## config.mk

```make
export PLATFORM = sky130hd
export DESIGN_NAME = kernel_helper_top
export DESIGN_NICKNAME = d
export VERILOG_FILES = /design/src/logic/kh_pkg.sv /design/src/logic/ctrl_addr_router.sv /design/src/logic/helper_reg_write.sv /design/src/logic/helper_reg_read.sv /design/src/logic/irq_handshake.sv /design/src/logic/kernel_helper_top.sv
export VERILOG_INCLUDE_DIRS = /design/src /design/src/logic
export SDC_FILE = /design/constraint.sdc
export NUM_CORES = 1
export LEC_CHECK = 0
export BUFFER_PORTS_ARGS = -buffer_cell sky130_fd_sc_hd__buf_2
export CORE_AREA = 4 4 142 144
export CTS_CLUSTER_SIZE = 16
export DETAILED_ROUTE_END_ITERATION = 16
export DIE_AREA = 0 0 146 148
export GPL_ROUTABILITY_DRIVEN = 1
export GPL_TIMING_DRIVEN = 1
export PLACE_DENSITY = 0.6
export SYNTH_ARGS = -nofsm -noshare
export SYNTH_HDL_FRONTEND = slang
export SYNTH_SLANG_ARGS = --single-unit
```

## constraint.sdc

```tcl
create_clock -name ACLK -period 6.3 [get_ports ACLK]
set_clock_uncertainty 0.15 [all_clocks]
set_input_delay 0.63 -clock ACLK [delete_from_list [all_inputs] [get_ports ACLK]]
set_output_delay 0.63 -clock ACLK [all_outputs]
set_load 0.02 [all_outputs]
```

## src/logic/kh_consts.svh

```systemverilog
`ifndef KH_CONSTS_SVH
`define KH_CONSTS_SVH

// Address bit that selects the helper register block
`define KH_REG_RANGE_BIT 17

// Control port widths
`define KH_CTRL_ADDR_W   32
// Kernel side address width, may be set below 32
`define KH_KERNEL_ADDR_W 32
`define KH_DATA_W        32

// Context id width
`define KH_CTXW          9

// Helper register offsets
`define KH_ADDR_KERNEL_TYPE   'h10
`define KH_ADDR_RELEASE_LEVEL 'h14
`define KH_ADDR_IRQ_SRC_LO    'h18
`define KH_ADDR_IRQ_SRC_HI    'h1C
`define KH_ADDR_CONTEXT       'h20
// Name word n sits at base + 4*n
`define KH_ADDR_NAME_BASE     'h30

// Kernel identity
`define KH_KERNEL_TYPE   32'h0000_4B48
`define KH_RELEASE_LEVEL 32'h0000_0003

// Kernel name, four ASCII characters per word
`define KH_NAME_STR1 32'h6E72_656B
`define KH_NAME_STR2 32'h685F_6C65
`define KH_NAME_STR3 32'h7265_706C
`define KH_NAME_STR4 32'h2020_2020
`define KH_NAME_STR5 32'h2020_2020
`define KH_NAME_STR6 32'h2020_2020
`define KH_NAME_STR7 32'h2020_2020
`define KH_NAME_STR8 32'h2020_2020

`endif

```

## src/logic/kh_pkg.sv

```systemverilog
`include "kh_consts.svh"

package kh_pkg;

    // Infrastructure side address
    typedef logic [`KH_CTRL_ADDR_W-1:0] ctrl_addr_t;

    // Kernel side address, trimmed
    typedef logic [`KH_KERNEL_ADDR_W-1:0] kernel_addr_t;

    // Offset inside the helper register block
    typedef logic [`KH_REG_RANGE_BIT-1:0] helper_addr_t;

    typedef logic [`KH_DATA_W-1:0] data_t;

    typedef logic [`KH_DATA_W/8-1:0] strb_t;

    typedef logic [1:0] resp_t;

    typedef logic [`KH_CTXW-1:0] ctx_t;

    // Interrupt source address, high word on top
    typedef logic [2*`KH_DATA_W-1:0] irq_src_t;

    typedef enum logic [1:0] {
        WR_IDLE,
        WR_DATA,
        WR_RESP
    } wr_state_t;

    typedef enum logic {
        RD_IDLE,
        RD_DATA
    } rd_state_t;

endpackage

```

## src/logic/ctrl_addr_router.sv

```systemverilog
`timescale 1ns/1ps

`include "kh_consts.svh"

module ctrl_addr_router import kh_pkg::*; (
    input  logic         ACLK,
    input  logic         ARESET,

    input  logic         i2h_awvalid,
    output logic         i2h_awready,
    input  ctrl_addr_t   i2h_awaddr,
    input  logic         i2h_wvalid,
    output logic         i2h_wready,
    input  data_t        i2h_wdata,
    input  strb_t        i2h_wstrb,
    output logic         i2h_bvalid,
    input  logic         i2h_bready,
    output resp_t        i2h_bresp,
    input  logic         i2h_arvalid,
    output logic         i2h_arready,
    input  ctrl_addr_t   i2h_araddr,
    output logic         i2h_rvalid,
    input  logic         i2h_rready,
    output data_t        i2h_rdata,
    output resp_t        i2h_rresp,

    output logic         h2k_awvalid,
    input  logic         h2k_awready,
    output kernel_addr_t h2k_awaddr,
    output logic         h2k_wvalid,
    input  logic         h2k_wready,
    output data_t        h2k_wdata,
    output strb_t        h2k_wstrb,
    input  logic         h2k_bvalid,
    output logic         h2k_bready,
    input  resp_t        h2k_bresp,
    output logic         h2k_arvalid,
    input  logic         h2k_arready,
    output kernel_addr_t h2k_araddr,
    input  logic         h2k_rvalid,
    output logic         h2k_rready,
    input  data_t        h2k_rdata,
    input  resp_t        h2k_rresp,

    output logic         hlp_awvalid,
    input  logic         hlp_awready,
    output logic         hlp_wvalid,
    input  logic         hlp_wready,
    input  logic         hlp_bvalid,
    output logic         hlp_arvalid,
    input  logic         hlp_arready,
    input  logic         hlp_rvalid,
    input  data_t        hlp_rdata
);

    // Helper registers always answer OKAY
    localparam resp_t RESP_OKAY = 2'b00;

    logic aw_hlp;
    logic ar_hlp;
    logic aw_hlp_q;
    logic w_hlp;

    assign aw_hlp = i2h_awaddr[`KH_REG_RANGE_BIT];
    assign ar_hlp = i2h_araddr[`KH_REG_RANGE_BIT];

    // Remember where the last write address went, W may trail AW
    always_ff @(posedge ACLK) begin
        if (ARESET) begin
            aw_hlp_q <= 1'b0;
        end else if (i2h_awvalid) begin
            aw_hlp_q <= aw_hlp;
        end
    end

    assign w_hlp = i2h_awvalid ? aw_hlp : aw_hlp_q;

    // Write address
    assign hlp_awvalid = i2h_awvalid & aw_hlp;
    assign h2k_awvalid = i2h_awvalid & ~aw_hlp;
    assign i2h_awready = aw_hlp ? hlp_awready : h2k_awready;
    assign h2k_awaddr  = i2h_awaddr[`KH_KERNEL_ADDR_W-1:0];

    // Write data
    assign hlp_wvalid = i2h_wvalid & w_hlp;
    assign h2k_wvalid = i2h_wvalid & ~w_hlp;
    assign i2h_wready = w_hlp ? hlp_wready : h2k_wready;
    assign h2k_wdata  = i2h_wdata;
    assign h2k_wstrb  = i2h_wstrb;

    // Write response, only one side is active at a time
    assign i2h_bvalid = hlp_bvalid | h2k_bvalid;
    assign i2h_bresp  = hlp_bvalid ? RESP_OKAY : h2k_bresp;
    assign h2k_bready = i2h_bready;

    // Read address
    assign hlp_arvalid = i2h_arvalid & ar_hlp;
    assign h2k_arvalid = i2h_arvalid & ~ar_hlp;
    assign i2h_arready = ar_hlp ? hlp_arready : h2k_arready;
    assign h2k_araddr  = i2h_araddr[`KH_KERNEL_ADDR_W-1:0];

    // Read data
    assign i2h_rvalid = hlp_rvalid | h2k_rvalid;
    assign i2h_rdata  = hlp_rvalid ? hlp_rdata : h2k_rdata;
    assign i2h_rresp  = hlp_rvalid ? RESP_OKAY : h2k_rresp;
    assign h2k_rready = i2h_rready;

endmodule

```

## src/logic/helper_reg_write.sv

```systemverilog
`timescale 1ns/1ps

`include "kh_consts.svh"

module helper_reg_write import kh_pkg::*; (
    input  logic         ACLK,
    input  logic         ARESET,
    input  logic         awvalid,
    input  helper_addr_t awaddr,
    output logic         awready,
    input  logic         wvalid,
    input  data_t        wdata,
    output logic         wready,
    output logic         bvalid,
    input  logic         bready,
    output ctx_t         ctx,
    output irq_src_t     irq_src
);

    wr_state_t    state;
    wr_state_t    state_nxt;
    helper_addr_t waddr;
    logic         aw_hs;
    logic         w_hs;

    assign awready = (state == WR_IDLE);
    assign wready  = (state == WR_DATA);
    assign bvalid  = (state == WR_RESP);

    assign aw_hs = awvalid & awready;
    assign w_hs  = wvalid & wready;

    always_ff @(posedge ACLK) begin
        if (ARESET) begin
            state <= WR_IDLE;
        end else begin
            state <= state_nxt;
        end
    end

    always_comb begin
        state_nxt = state;
        case (state)
            WR_IDLE: begin
                if (aw_hs) begin
                    state_nxt = WR_DATA;
                end
            end
            WR_DATA: begin
                if (w_hs) begin
                    state_nxt = WR_RESP;
                end
            end
            WR_RESP: begin
                if (bready) begin
                    state_nxt = WR_IDLE;
                end
            end
            default: state_nxt = WR_IDLE;
        endcase
    end

    // Offset held for the data phase
    always_ff @(posedge ACLK) begin
        if (aw_hs) begin
            waddr <= awaddr;
        end
    end

    // Only context and the two source halves are writable
    always_ff @(posedge ACLK) begin
        if (ARESET) begin
            ctx     <= '0;
            irq_src <= '0;
        end else if (w_hs) begin
            if (waddr == helper_addr_t'(`KH_ADDR_CONTEXT)) begin
                ctx <= wdata[`KH_CTXW-1:0];
            end
            if (waddr == helper_addr_t'(`KH_ADDR_IRQ_SRC_LO)) begin
                irq_src[`KH_DATA_W-1:0] <= wdata;
            end
            if (waddr == helper_addr_t'(`KH_ADDR_IRQ_SRC_HI)) begin
                irq_src[2*`KH_DATA_W-1:`KH_DATA_W] <= wdata;
            end
        end
    end

endmodule

```

## src/logic/helper_reg_read.sv

```systemverilog
`timescale 1ns/1ps

`include "kh_consts.svh"

module helper_reg_read import kh_pkg::*; (
    input  logic         ACLK,
    input  logic         ARESET,
    input  logic         arvalid,
    input  helper_addr_t araddr,
    output logic         arready,
    output logic         rvalid,
    input  logic         rready,
    output data_t        rdata,
    input  ctx_t         ctx
);

    localparam data_t NAME_WORDS [8] = '{
        `KH_NAME_STR1, `KH_NAME_STR2, `KH_NAME_STR3, `KH_NAME_STR4,
        `KH_NAME_STR5, `KH_NAME_STR6, `KH_NAME_STR7, `KH_NAME_STR8
    };

    rd_state_t    state;
    helper_addr_t name_off;
    data_t        rd_word;
    logic         ar_hs;

    assign arready = (state == RD_IDLE);
    assign rvalid  = (state == RD_DATA);
    assign ar_hs   = arvalid & arready;

    always_ff @(posedge ACLK) begin
        if (ARESET) begin
            state <= RD_IDLE;
        end else begin
            case (state)
                RD_IDLE: begin
                    if (ar_hs) begin
                        state <= RD_DATA;
                    end
                end
                RD_DATA: begin
                    if (rready) begin
                        state <= RD_IDLE;
                    end
                end
                default: state <= RD_IDLE;
            endcase
        end
    end

    // Below the name base this wraps high and misses the window
    assign name_off = araddr - helper_addr_t'(`KH_ADDR_NAME_BASE);

    always_comb begin
        rd_word = '0;
        if (araddr == helper_addr_t'(`KH_ADDR_KERNEL_TYPE)) begin
            rd_word = `KH_KERNEL_TYPE;
        end else if (araddr == helper_addr_t'(`KH_ADDR_RELEASE_LEVEL)) begin
            rd_word = `KH_RELEASE_LEVEL;
        end else if (araddr == helper_addr_t'(`KH_ADDR_CONTEXT)) begin
            rd_word = data_t'(ctx);
        end else if (name_off < helper_addr_t'(8 * 4) && name_off[1:0] == 2'b00) begin
            rd_word = NAME_WORDS[name_off[4:2]];
        end
    end

    // Data captured at the address handshake, held until taken
    always_ff @(posedge ACLK) begin
        if (ar_hs) begin
            rdata <= rd_word;
        end
    end

endmodule

```

## src/logic/irq_handshake.sv

```systemverilog
`timescale 1ns/1ps

module irq_handshake (
    input  logic ACLK,
    input  logic ARESET,
    input  logic irq_in,
    input  logic irq_ack,
    output logic irq_req
);

    // Current level already turned into a request
    logic latched_q;
    // A request is out and not yet acknowledged
    logic wait_ack_q;

    assign irq_req = irq_in & ~latched_q;

    always_ff @(posedge ACLK) begin
        if (ARESET) begin
            latched_q  <= 1'b0;
            wait_ack_q <= 1'b0;
        end else begin
            wait_ack_q <= (wait_ack_q & ~irq_ack) | (irq_req & ~wait_ack_q);
            // While an ack is pending a new level is held until irq_ack
            latched_q  <= irq_in & (latched_q | ~wait_ack_q | irq_ack);
        end
    end

endmodule

```

## src/logic/kernel_helper_top.sv

```systemverilog
`timescale 1ns/1ps

`include "kh_consts.svh"

module kernel_helper_top import kh_pkg::*; (
    input  logic         ACLK,
    input  logic         ARESET,

    // Control port from the infrastructure
    input  logic         i2h_awvalid,
    output logic         i2h_awready,
    input  ctrl_addr_t   i2h_awaddr,
    input  logic         i2h_wvalid,
    output logic         i2h_wready,
    input  data_t        i2h_wdata,
    input  strb_t        i2h_wstrb,
    output logic         i2h_bvalid,
    input  logic         i2h_bready,
    output resp_t        i2h_bresp,
    input  logic         i2h_arvalid,
    output logic         i2h_arready,
    input  ctrl_addr_t   i2h_araddr,
    output logic         i2h_rvalid,
    input  logic         i2h_rready,
    output data_t        i2h_rdata,
    output resp_t        i2h_rresp,

    // Control port to the kernel core
    output logic         h2k_awvalid,
    input  logic         h2k_awready,
    output kernel_addr_t h2k_awaddr,
    output logic         h2k_wvalid,
    input  logic         h2k_wready,
    output data_t        h2k_wdata,
    output strb_t        h2k_wstrb,
    input  logic         h2k_bvalid,
    output logic         h2k_bready,
    input  resp_t        h2k_bresp,
    output logic         h2k_arvalid,
    input  logic         h2k_arready,
    output kernel_addr_t h2k_araddr,
    input  logic         h2k_rvalid,
    output logic         h2k_rready,
    input  data_t        h2k_rdata,
    input  resp_t        h2k_rresp,

    // Interrupt
    input  logic         irq_in,
    output logic         irq_req,
    output irq_src_t     irq_src,
    output ctx_t         irq_ctx,
    input  logic         irq_ack
);

    logic  hlp_awvalid;
    logic  hlp_awready;
    logic  hlp_wvalid;
    logic  hlp_wready;
    logic  hlp_bvalid;
    logic  hlp_arvalid;
    logic  hlp_arready;
    logic  hlp_rvalid;
    data_t hlp_rdata;

    ctrl_addr_router u_router (
        .ACLK        (ACLK),
        .ARESET      (ARESET),
        .i2h_awvalid (i2h_awvalid),
        .i2h_awready (i2h_awready),
        .i2h_awaddr  (i2h_awaddr),
        .i2h_wvalid  (i2h_wvalid),
        .i2h_wready  (i2h_wready),
        .i2h_wdata   (i2h_wdata),
        .i2h_wstrb   (i2h_wstrb),
        .i2h_bvalid  (i2h_bvalid),
        .i2h_bready  (i2h_bready),
        .i2h_bresp   (i2h_bresp),
        .i2h_arvalid (i2h_arvalid),
        .i2h_arready (i2h_arready),
        .i2h_araddr  (i2h_araddr),
        .i2h_rvalid  (i2h_rvalid),
        .i2h_rready  (i2h_rready),
        .i2h_rdata   (i2h_rdata),
        .i2h_rresp   (i2h_rresp),
        .h2k_awvalid (h2k_awvalid),
        .h2k_awready (h2k_awready),
        .h2k_awaddr  (h2k_awaddr),
        .h2k_wvalid  (h2k_wvalid),
        .h2k_wready  (h2k_wready),
        .h2k_wdata   (h2k_wdata),
        .h2k_wstrb   (h2k_wstrb),
        .h2k_bvalid  (h2k_bvalid),
        .h2k_bready  (h2k_bready),
        .h2k_bresp   (h2k_bresp),
        .h2k_arvalid (h2k_arvalid),
        .h2k_arready (h2k_arready),
        .h2k_araddr  (h2k_araddr),
        .h2k_rvalid  (h2k_rvalid),
        .h2k_rready  (h2k_rready),
        .h2k_rdata   (h2k_rdata),
        .h2k_rresp   (h2k_rresp),
        .hlp_awvalid (hlp_awvalid),
        .hlp_awready (hlp_awready),
        .hlp_wvalid  (hlp_wvalid),
        .hlp_wready  (hlp_wready),
        .hlp_bvalid  (hlp_bvalid),
        .hlp_arvalid (hlp_arvalid),
        .hlp_arready (hlp_arready),
        .hlp_rvalid  (hlp_rvalid),
        .hlp_rdata   (hlp_rdata)
    );

    // Helper sees only the offset below the range bit
    helper_reg_write u_reg_write (
        .ACLK    (ACLK),
        .ARESET  (ARESET),
        .awvalid (hlp_awvalid),
        .awaddr  (i2h_awaddr[`KH_REG_RANGE_BIT-1:0]),
        .awready (hlp_awready),
        .wvalid  (hlp_wvalid),
        .wdata   (i2h_wdata),
        .wready  (hlp_wready),
        .bvalid  (hlp_bvalid),
        .bready  (i2h_bready),
        .ctx     (irq_ctx),
        .irq_src (irq_src)
    );

    helper_reg_read u_reg_read (
        .ACLK    (ACLK),
        .ARESET  (ARESET),
        .arvalid (hlp_arvalid),
        .araddr  (i2h_araddr[`KH_REG_RANGE_BIT-1:0]),
        .arready (hlp_arready),
        .rvalid  (hlp_rvalid),
        .rready  (i2h_rready),
        .rdata   (hlp_rdata),
        .ctx     (irq_ctx)
    );

    irq_handshake u_irq (
        .ACLK    (ACLK),
        .ARESET  (ARESET),
        .irq_in  (irq_in),
        .irq_ack (irq_ack),
        .irq_req (irq_req)
    );

endmodule

```

==> results of run 1 <==
## logic make-up (layout without fill, tap and decap cells)
group,after synthesis,after routing
compound gates,105,105
mux,28,28
xor+xnor,1,1
simple gates,224,224
buf+inv,151,360
fa+ha+maj,7,7
flops,117,117
## layout make-up
| class | count | area [um2] |
|---|---|---|
| tap | 234 | 293 |
| fill | 1880 | 11400 |
| timing repair buffer | 311 | 1570 |
| multi-input combinational | 365 | 2060 |
| clock inverter | 9 | 86.3 |
| clock buffer | 22 | 517 |
| inverter | 18 | 67.6 |
| sequential | 117 | 2720 |
## stage by stage
step	util [%]	setup slack [ns]
3_3_place_gp	35.9	3.07
5_1_grt	39.1	3.24
3_5_place_dp	35.9	2.97
4_1_cts	39.1	3.36
2_1_floorplan	-	3.70
6_report	39.1	3.38
## worst paths after layout
path	start	endpoint	slack, ns	depth (start not counted)
min	i2h_awaddr[9]	u_reg_write.waddr[9]	0.26	1
max	u_reg_read.rvalid	i2h_rdata[3]	3.38	3
max reg2reg	u_reg_read.rvalid	u_reg_read.rvalid	3.97	4
min reg2reg	u_reg_write.irq_src[59]	u_reg_write.irq_src[59]	0.30	2
## registers in the layout (all words and copies together) (netlist names)
signal,cells
u_reg_write.state,2
u_reg_read.rdata,21
u_irq.latched_q,1
u_reg_write.ctx,9
u_irq.wait_ack_q,1
u_reg_write.waddr,17
u_reg_read.rvalid,1
u_router.aw_hlp_q,1
u_reg_write.irq_src,64
## layout by cell type (no fill, tap or decap), types with 2 or more instances in the layout
cell / instances
a21o_1: 5
a21oi_1: 68
a221o_1: 2
a22oi_1: 3
a31o_2: 3
and2_1: 8
and3_1: 6
and3b_1: 2
buf_2: 305
buf_4: 6
clkbuf_16: 19
clkbuf_8: 3
clkinv_2: 2
dfxtp_1: 79
edfxtp_1: 38
ha_1: 7
inv_1: 18
inv_4: 2
inv_6: 2
mux2_2: 17
mux2i_1: 11
nand2_1: 140
nand2b_1: 7
nand3_1: 2
nand4b_1: 2
nor2_1: 22
nor2b_1: 10
nor3_1: 3
nor3b_1: 2
nor4_1: 5
nor4b_1: 2
o21ai_0: 15
or2_2: 2
## report_power, final
group | switching, mW | leakage (nW) | internal, mW
Combinational | 0.138 | 2.12 | 0.0795
Clock | 0.350 | 0.300 | 0.621
Sequential | 0.00657 | 1.01 | 0.790
## metal layers
metal	vias up	global-route usage [%]
li1	2416	-
met1	2246	17.2
met2	199	28.9
met3	61	4.14
met4	0	7.86
met5	-	0
## worst max-delay path, cell delays in order, from the launching register on
cell     delay (ns)
dfxtp_1        0.78
buf_4          0.38
mux2_2         0.40
buf_2          0.17
==> impl_metrics.tcl, run 1 <==
set metrics [dict create \
    io_pins 370 \
    worst_slew_pin_slew_ns 0.997 \
    antenna_found_initial 1 \
    rsz0062_at_grt "no" \
    initial_core_util_pct 30.8 \
    die_area_um2 21600 \
    synth_edf_count 38 \
    synthXorXnorAreaFrac_pct 0.152 \
    viasPerCell 4.57 \
    vdd_ir_drop_max_mv 0.170 \
    grt-ovfl-total 0 \
    dp_cells 1045 \
    syn_area_per_cell_um2 9.10 \
    yosysMostFrequentCell "nand2_1" \
    dp_hpwl_um 13800 \
    criticalPathCategory "register to output pin" \
    wl_met2_um 9670 \
    clockBufferDepth 2 \
    drive_above_1_share_pct 43.7 \
    grt_start_max_net_pins 80 \
    relSlewSlack_pct 33.5 \
    finalPower_mw 1.99 \
    crit_fanout 23 \
    synth_flop_cell "dfxtp_1" \
    cp.required_ns 5.52 \
    drt_first_iter_violations 260 \
    cts_sinks 117 \
    drt-total-wl_um 18200 \
    yosys.area.top_type "dfxtp_1" \
    syn_area_um2 5760 \
    synth-simple-area-share_pct 18.3 \
    setup_tns_ns 0 \
    antenna_cells 0 \
    clock_latency_ns 0.41 \
    design.core.area_um2 18700 \
    grt_pass1_vias 4699 \
    wl_per_cell_um 16.9 \
    finalSetupViolations 0 \
    dr.pass1.iters 5 \
    cts_buffers 17 \
    cp-end-kind "output pin" \
    ctsResizeCount 0 \
    clk_pin_slew_ns 0.06 \
    synth_cells 633 \
    drv_slew 0 \
    grt_use_total_pct 15.9 \
    port_buffers 305 \
    outcome "complete, no violations" \
    muxShareOfSynthArea_pct 5.23 \
    synth_top_family_by_area "simple AND/OR/NAND/NOR gates" \
    cts_setup_buffers 0 \
    fmax_mhz 342 \
    yosysSeqAreaShare_pct 47.3 \
    htreeDepth 4 \
    grt_pass1_wl_um 26700 \
    num_rows 50 \
    placed_area_um2 6710 \
    p_leak_nw 3.43 \
    wl_met1_um 6690 \
    nNetsFinal 987 \
    final_area_um2 7310 \
    wl_met3_um 1150 \
    critPathArrivalTime_ns 2.14 \
    hp-class "primary input to register" \
    ys_top_cells_by_area "dfxtp_1 (27%), edfxtp_1 (20%), buf_4 (13%)" \
    place.gp.congestion 0.777 \
    synth_compound_area_share_pct 10.4 \
    timing.hold.ws_ns 0.259 \
    hold_buffers 0 \
    p_per_area_nw_per_um2 271 \
    synthAdderAreaFrac_pct 1.52 \
    syn_to_final_growth_pct 27.0 \
    synth_common_cells "nand2_1 (140), buf_4 (102), dfxtp_1 (79)" \
    ant_nets 0 \
    drc_errors 0 \
    instances_no_fill 1076 \
    worst_setup_path_start_kind "register" \
    min_period_ns 2.92 \
    tritoncts "yes" \
    dr_total_vias 4922 \
    finalHoldViolCount 0 \
    root_buffer "clkbuf_16" \
    synth_fp_nets 790 \
    synth-seq-cells 117 \
    synthArstFlopShare_pct 0 \
    synth_top_area_share_pct 27.5 \
    yosysWarningCount 0 \
    synth_cell_types 51 \
    maxCapViolCount 0 \
    topRoutingLayerUsed "met4" \
    die_h_um 148 \
    post-route-period-util_pct 46.4 \
    fp.dieW_um 146 \
]
(Power assumes the default switching activity.)
==> run 2: changes to the inputs <==
--- a/config.mk
+++ b/config.mk
@@ -6,14 +6,15 @@
 export SDC_FILE = /design/constraint.sdc
 export NUM_CORES = 1
 export LEC_CHECK = 0
+export ABC_AREA = 1
 export BUFFER_PORTS_ARGS = -buffer_cell sky130_fd_sc_hd__buf_2
-export CORE_AREA = 4 4 142 144
+export CORE_AREA = 4 4 140 142
 export CTS_CLUSTER_SIZE = 16
 export DETAILED_ROUTE_END_ITERATION = 16
-export DIE_AREA = 0 0 146 148
+export DIE_AREA = 0 0 144 146
 export GPL_ROUTABILITY_DRIVEN = 1
 export GPL_TIMING_DRIVEN = 1
-export PLACE_DENSITY = 0.6
+export PLACE_DENSITY = 0.65
 export SYNTH_ARGS = -nofsm -noshare
 export SYNTH_HDL_FRONTEND = slang
 export SYNTH_SLANG_ARGS = --single-unit
==> constraint.sdc (replaced) <==
create_clock -name ACLK -period 2.4 [get_ports ACLK]
set_clock_uncertainty 0.15 [all_clocks]
set_input_delay 0.24 -clock ACLK [delete_from_list [all_inputs] [get_ports ACLK]]
set_output_delay 0.24 -clock ACLK [all_outputs]
set_load 0.02 [all_outputs]
==> run 2 against run 1 <==
  * Largest cell class unchanged
  * Register-to-register slack worse by 3.6 ns
  * Area after synthesis up 3.0%
  * Flip-flop and latch count unchanged
  * Wire length up 0.53%
  * Die area down 2.7%
==> impl_metrics.tcl, run 2 <==
set metrics [dict create \
    outcome "complete, no violations" \
    path_cells "inv_2 -> or2_4 -> nor3_4 -> nand3_2 -> buf_12 -> o21ai_0 -> a21oi_1" \
    fp.dieW_um 144 \
    tritoncts "yes" \
    dr_total_vias 5537 \
    mostFrequentLayoutCell "buf_2" \
    drc_errors 0 \
    yosys.area.top_type "dfxtp_1" \
    dp_hpwl_um 13400 \
    syn_area_per_cell_um2 7.72 \
    synth_flop_cell "dfxtp_1" \
    synth_top_area_share_pct 26.7 \
    synth_common_cells "nand2_1 (139), nor2_1 (106), buf_4 (103)" \
    io_pins 370 \
    maxCapViolCount 0 \
    grt-ovfl-total 0 \
    grt_pass1_wl_um 27800 \
    root_buffer "clkbuf_16" \
    synthArstFlopShare_pct 0 \
    synthAdderAreaFrac_pct 1.48 \
    htreeDepth 4 \
    clk_pin_slew_ns 0.06 \
    worst_setup_path_start_kind "register" \
    cts_buffers 17 \
    p_per_area_nw_per_um2 657 \
    synth_top_family_by_area "buffers and inverters" \
    yosysWarningCount 0 \
    antenna_cells 0 \
    wl_per_cell_um 14.4 \
    ant_nets 0 \
    critPathArrivalTime_ns 2.17 \
    hp-class "primary input to register" \
    dr.pass1.iters 4 \
    synth_fp_nets 925 \
    vdd_ir_drop_max_mv 0.433 \
    reg_top3 "u_reg_write.irq_src x64, u_reg_read.rdata x21, u_reg_write.waddr x17" \
    instances_no_fill 1267 \
    cts_setup_buffers 0 \
    seq_power_share_pct 39.3 \
    syn_to_final_growth_pct 36.0 \
    initial_core_util_pct 32.1 \
    p_leak_nw 4.05 \
    cp-end-kind "register" \
    layout_common_cells "buf_2 (305), nand2_1 (139), nor2_1 (104)" \
    cts_sinks 117 \
    synth_cell_types 30 \
    muxShareOfSynthArea_pct 0 \
    viasPerCell 4.37 \
    die_h_um 146 \
    synth-seq-cells 117 \
    ys_top_cells_by_area "dfxtp_1 (27%), edfxtp_1 (19%), buf_4 (13%)" \
    grt_pass1_vias 5283 \
    p_sw_share_pct 25.8 \
    design.core.area_um2 18500 \
    p_sw_mw 1.36 \
    dp_cells 1184 \
    crit_path_top_delay_cell "dfxtp_1" \
    setup_ws_ns 0.373 \
    pre_cts_slack_ns 0.0425 \
    place.gp.congestion 0.845 \
    drive_above_1_share_pct 35.1 \
    regArea_um2 2720 \
    p_clk_share_pct 47.9 \
    internal_power_mw 3.93 \
    synthXorXnorAreaFrac_pct 0 \
    yosysMostFrequentCell "nand2_1" \
    relSlewSlack_pct 71.9 \
    criticalPathCategory "register to register" \
    synth_edf_count 38 \
    setup_tns_ns 0 \
    timing.hold.ws_ns 0.0210 \
    multi_input_area_um2 1970 \
    power_frac_comb_pct 12.8 \
    yosysSeqAreaShare_pct 45.9 \
    rsz0062_at_grt "no" \
    crit_fanout 56 \
    grt_use_total_pct 16.8 \
    top_register "u_reg_write.irq_src" \
    num_rows 50 \
    syn_area_um2 5930 \
    drv_slew 0 \
    synth_compound_area_share_pct 13.1 \
    nFillCells 1859 \
    synth-simple-area-share_pct 18.6 \
    synth_cells 768 \
    drt_first_iter_violations 168 \
    die_area_um2 21000 \
    antenna_found_initial 0 \
    fmax_mhz 493 \
    post-route-period-util_pct 84.5 \
    worst_slew_pin_slew_ns 0.418 \
    ctsResizeCount 0 \
    min_period_ns 2.03 \
    nNetsFinal 1177 \
    clockBufferDepth 2 \
    grt_start_max_net_pins 57 \
    drt-total-wl_um 18300 \
    clock_latency_ns 0.41 \
    cp.required_ns 2.54 \
    largest_reg_flops 64 \
    finalSetupViolations 0 \
    port_buffers 305 \
    critPathMaxStageDelay_ns 0.35 \
    finalHoldViolCount 0 \
]
run 2: cell types whose count changed after synthesis, sizes merged, moves of 10 or more:
cell | previous run | this run
nor2b | 10 | 0
inv | 18 | 88
o21ai | 15 | 73
mux2i | 11 | 0
nor2 | 22 | 109
mux2 | 17 | 0
nand3 | 2 | 14
run 2: layout make-up:
cell class              count  share of cell area, %
flip-flops and latches    117                   33.8
repair buffers            366                   26.7
multi-input cells         430                   24.4
clock buffers              18                   5.58
inverters                  88                   4.10
well taps                 234                   3.63
clock inverters            14                   1.85
run 2: repair_timing:
item / 4_1_cts / 5_1_grt
endpoints found under the setup margin: 0 / 0
hold endpoints to repair: 65 / 0
hold buffers: 51 / 0
run 2: path summary, 6_finish.rpt:
check	from	end	slack, ns	depth (start not counted)
max	u_reg_write.state[0]	u_reg_write.irq_src[56]	0.37	7
min	i2h_wdata[8]	u_reg_write.ctx[8]	0.02	3
max reg2reg	u_reg_write.state[0]	u_reg_write.irq_src[56]	0.37	7
min reg2reg	u_reg_write.irq_src[40]	u_reg_write.irq_src[40]	0.29	2
run 2: critical path: cells and delay by family, from the launching register on:
kind                   cells  cell delay (ns)
buffers and inverters      2             0.32
flip-flops                 1             0.35
AO/OA/AOI/OAI              2             0.25
AND/OR/NAND/NOR            3             0.82
run 2: cell families (layout without fill, tap and decap cells):
family / count (synthesis) / in the layout
compound gates: 151 / 151
buf+inv: 221 / 486
fa+ha+maj: 7 / 7
simple gates: 272 / 272
flops: 117 / 117
run 2: stage by stage:
step	util, %	total power [mW]	cell area [um2]
2_1_floorplan	-	2.60	5930
3_3_place_gp	37.7	2.74	6960
3_5_place_dp	37.7	2.74	6960
4_1_cts	43.7	5.36	8070
5_1_grt	43.7	5.50	8070
6_report	43.7	5.30	8070
run 2: power groups by stage:
stage / clock network [mW] / registers [mW] / logic [mW]
CTS: 2.59 / 2.08 / 0.684
detailed placement: 0 / 2.12 / 0.616
global placement: 0 / 2.12 / 0.614
global route: 2.68 / 2.08 / 0.744
floorplan: 0 / 2.12 / 0.484
finish: 2.54 / 2.08 / 0.679
run 2: layer usage:
layer / up-vias / part of all wire [%] / routed length [um] / global-route usage, %
met4: 0 / 3.3 / 609 / 7.53
met5: - / 0 / 0 / 0
li1: 2843 / - / - / -
met3: 45 / 8.1 / 1480 / 5.65
met2: 198 / 51 / 9310 / 29.7
met1: 2451 / 38 / 6870 / 18.0
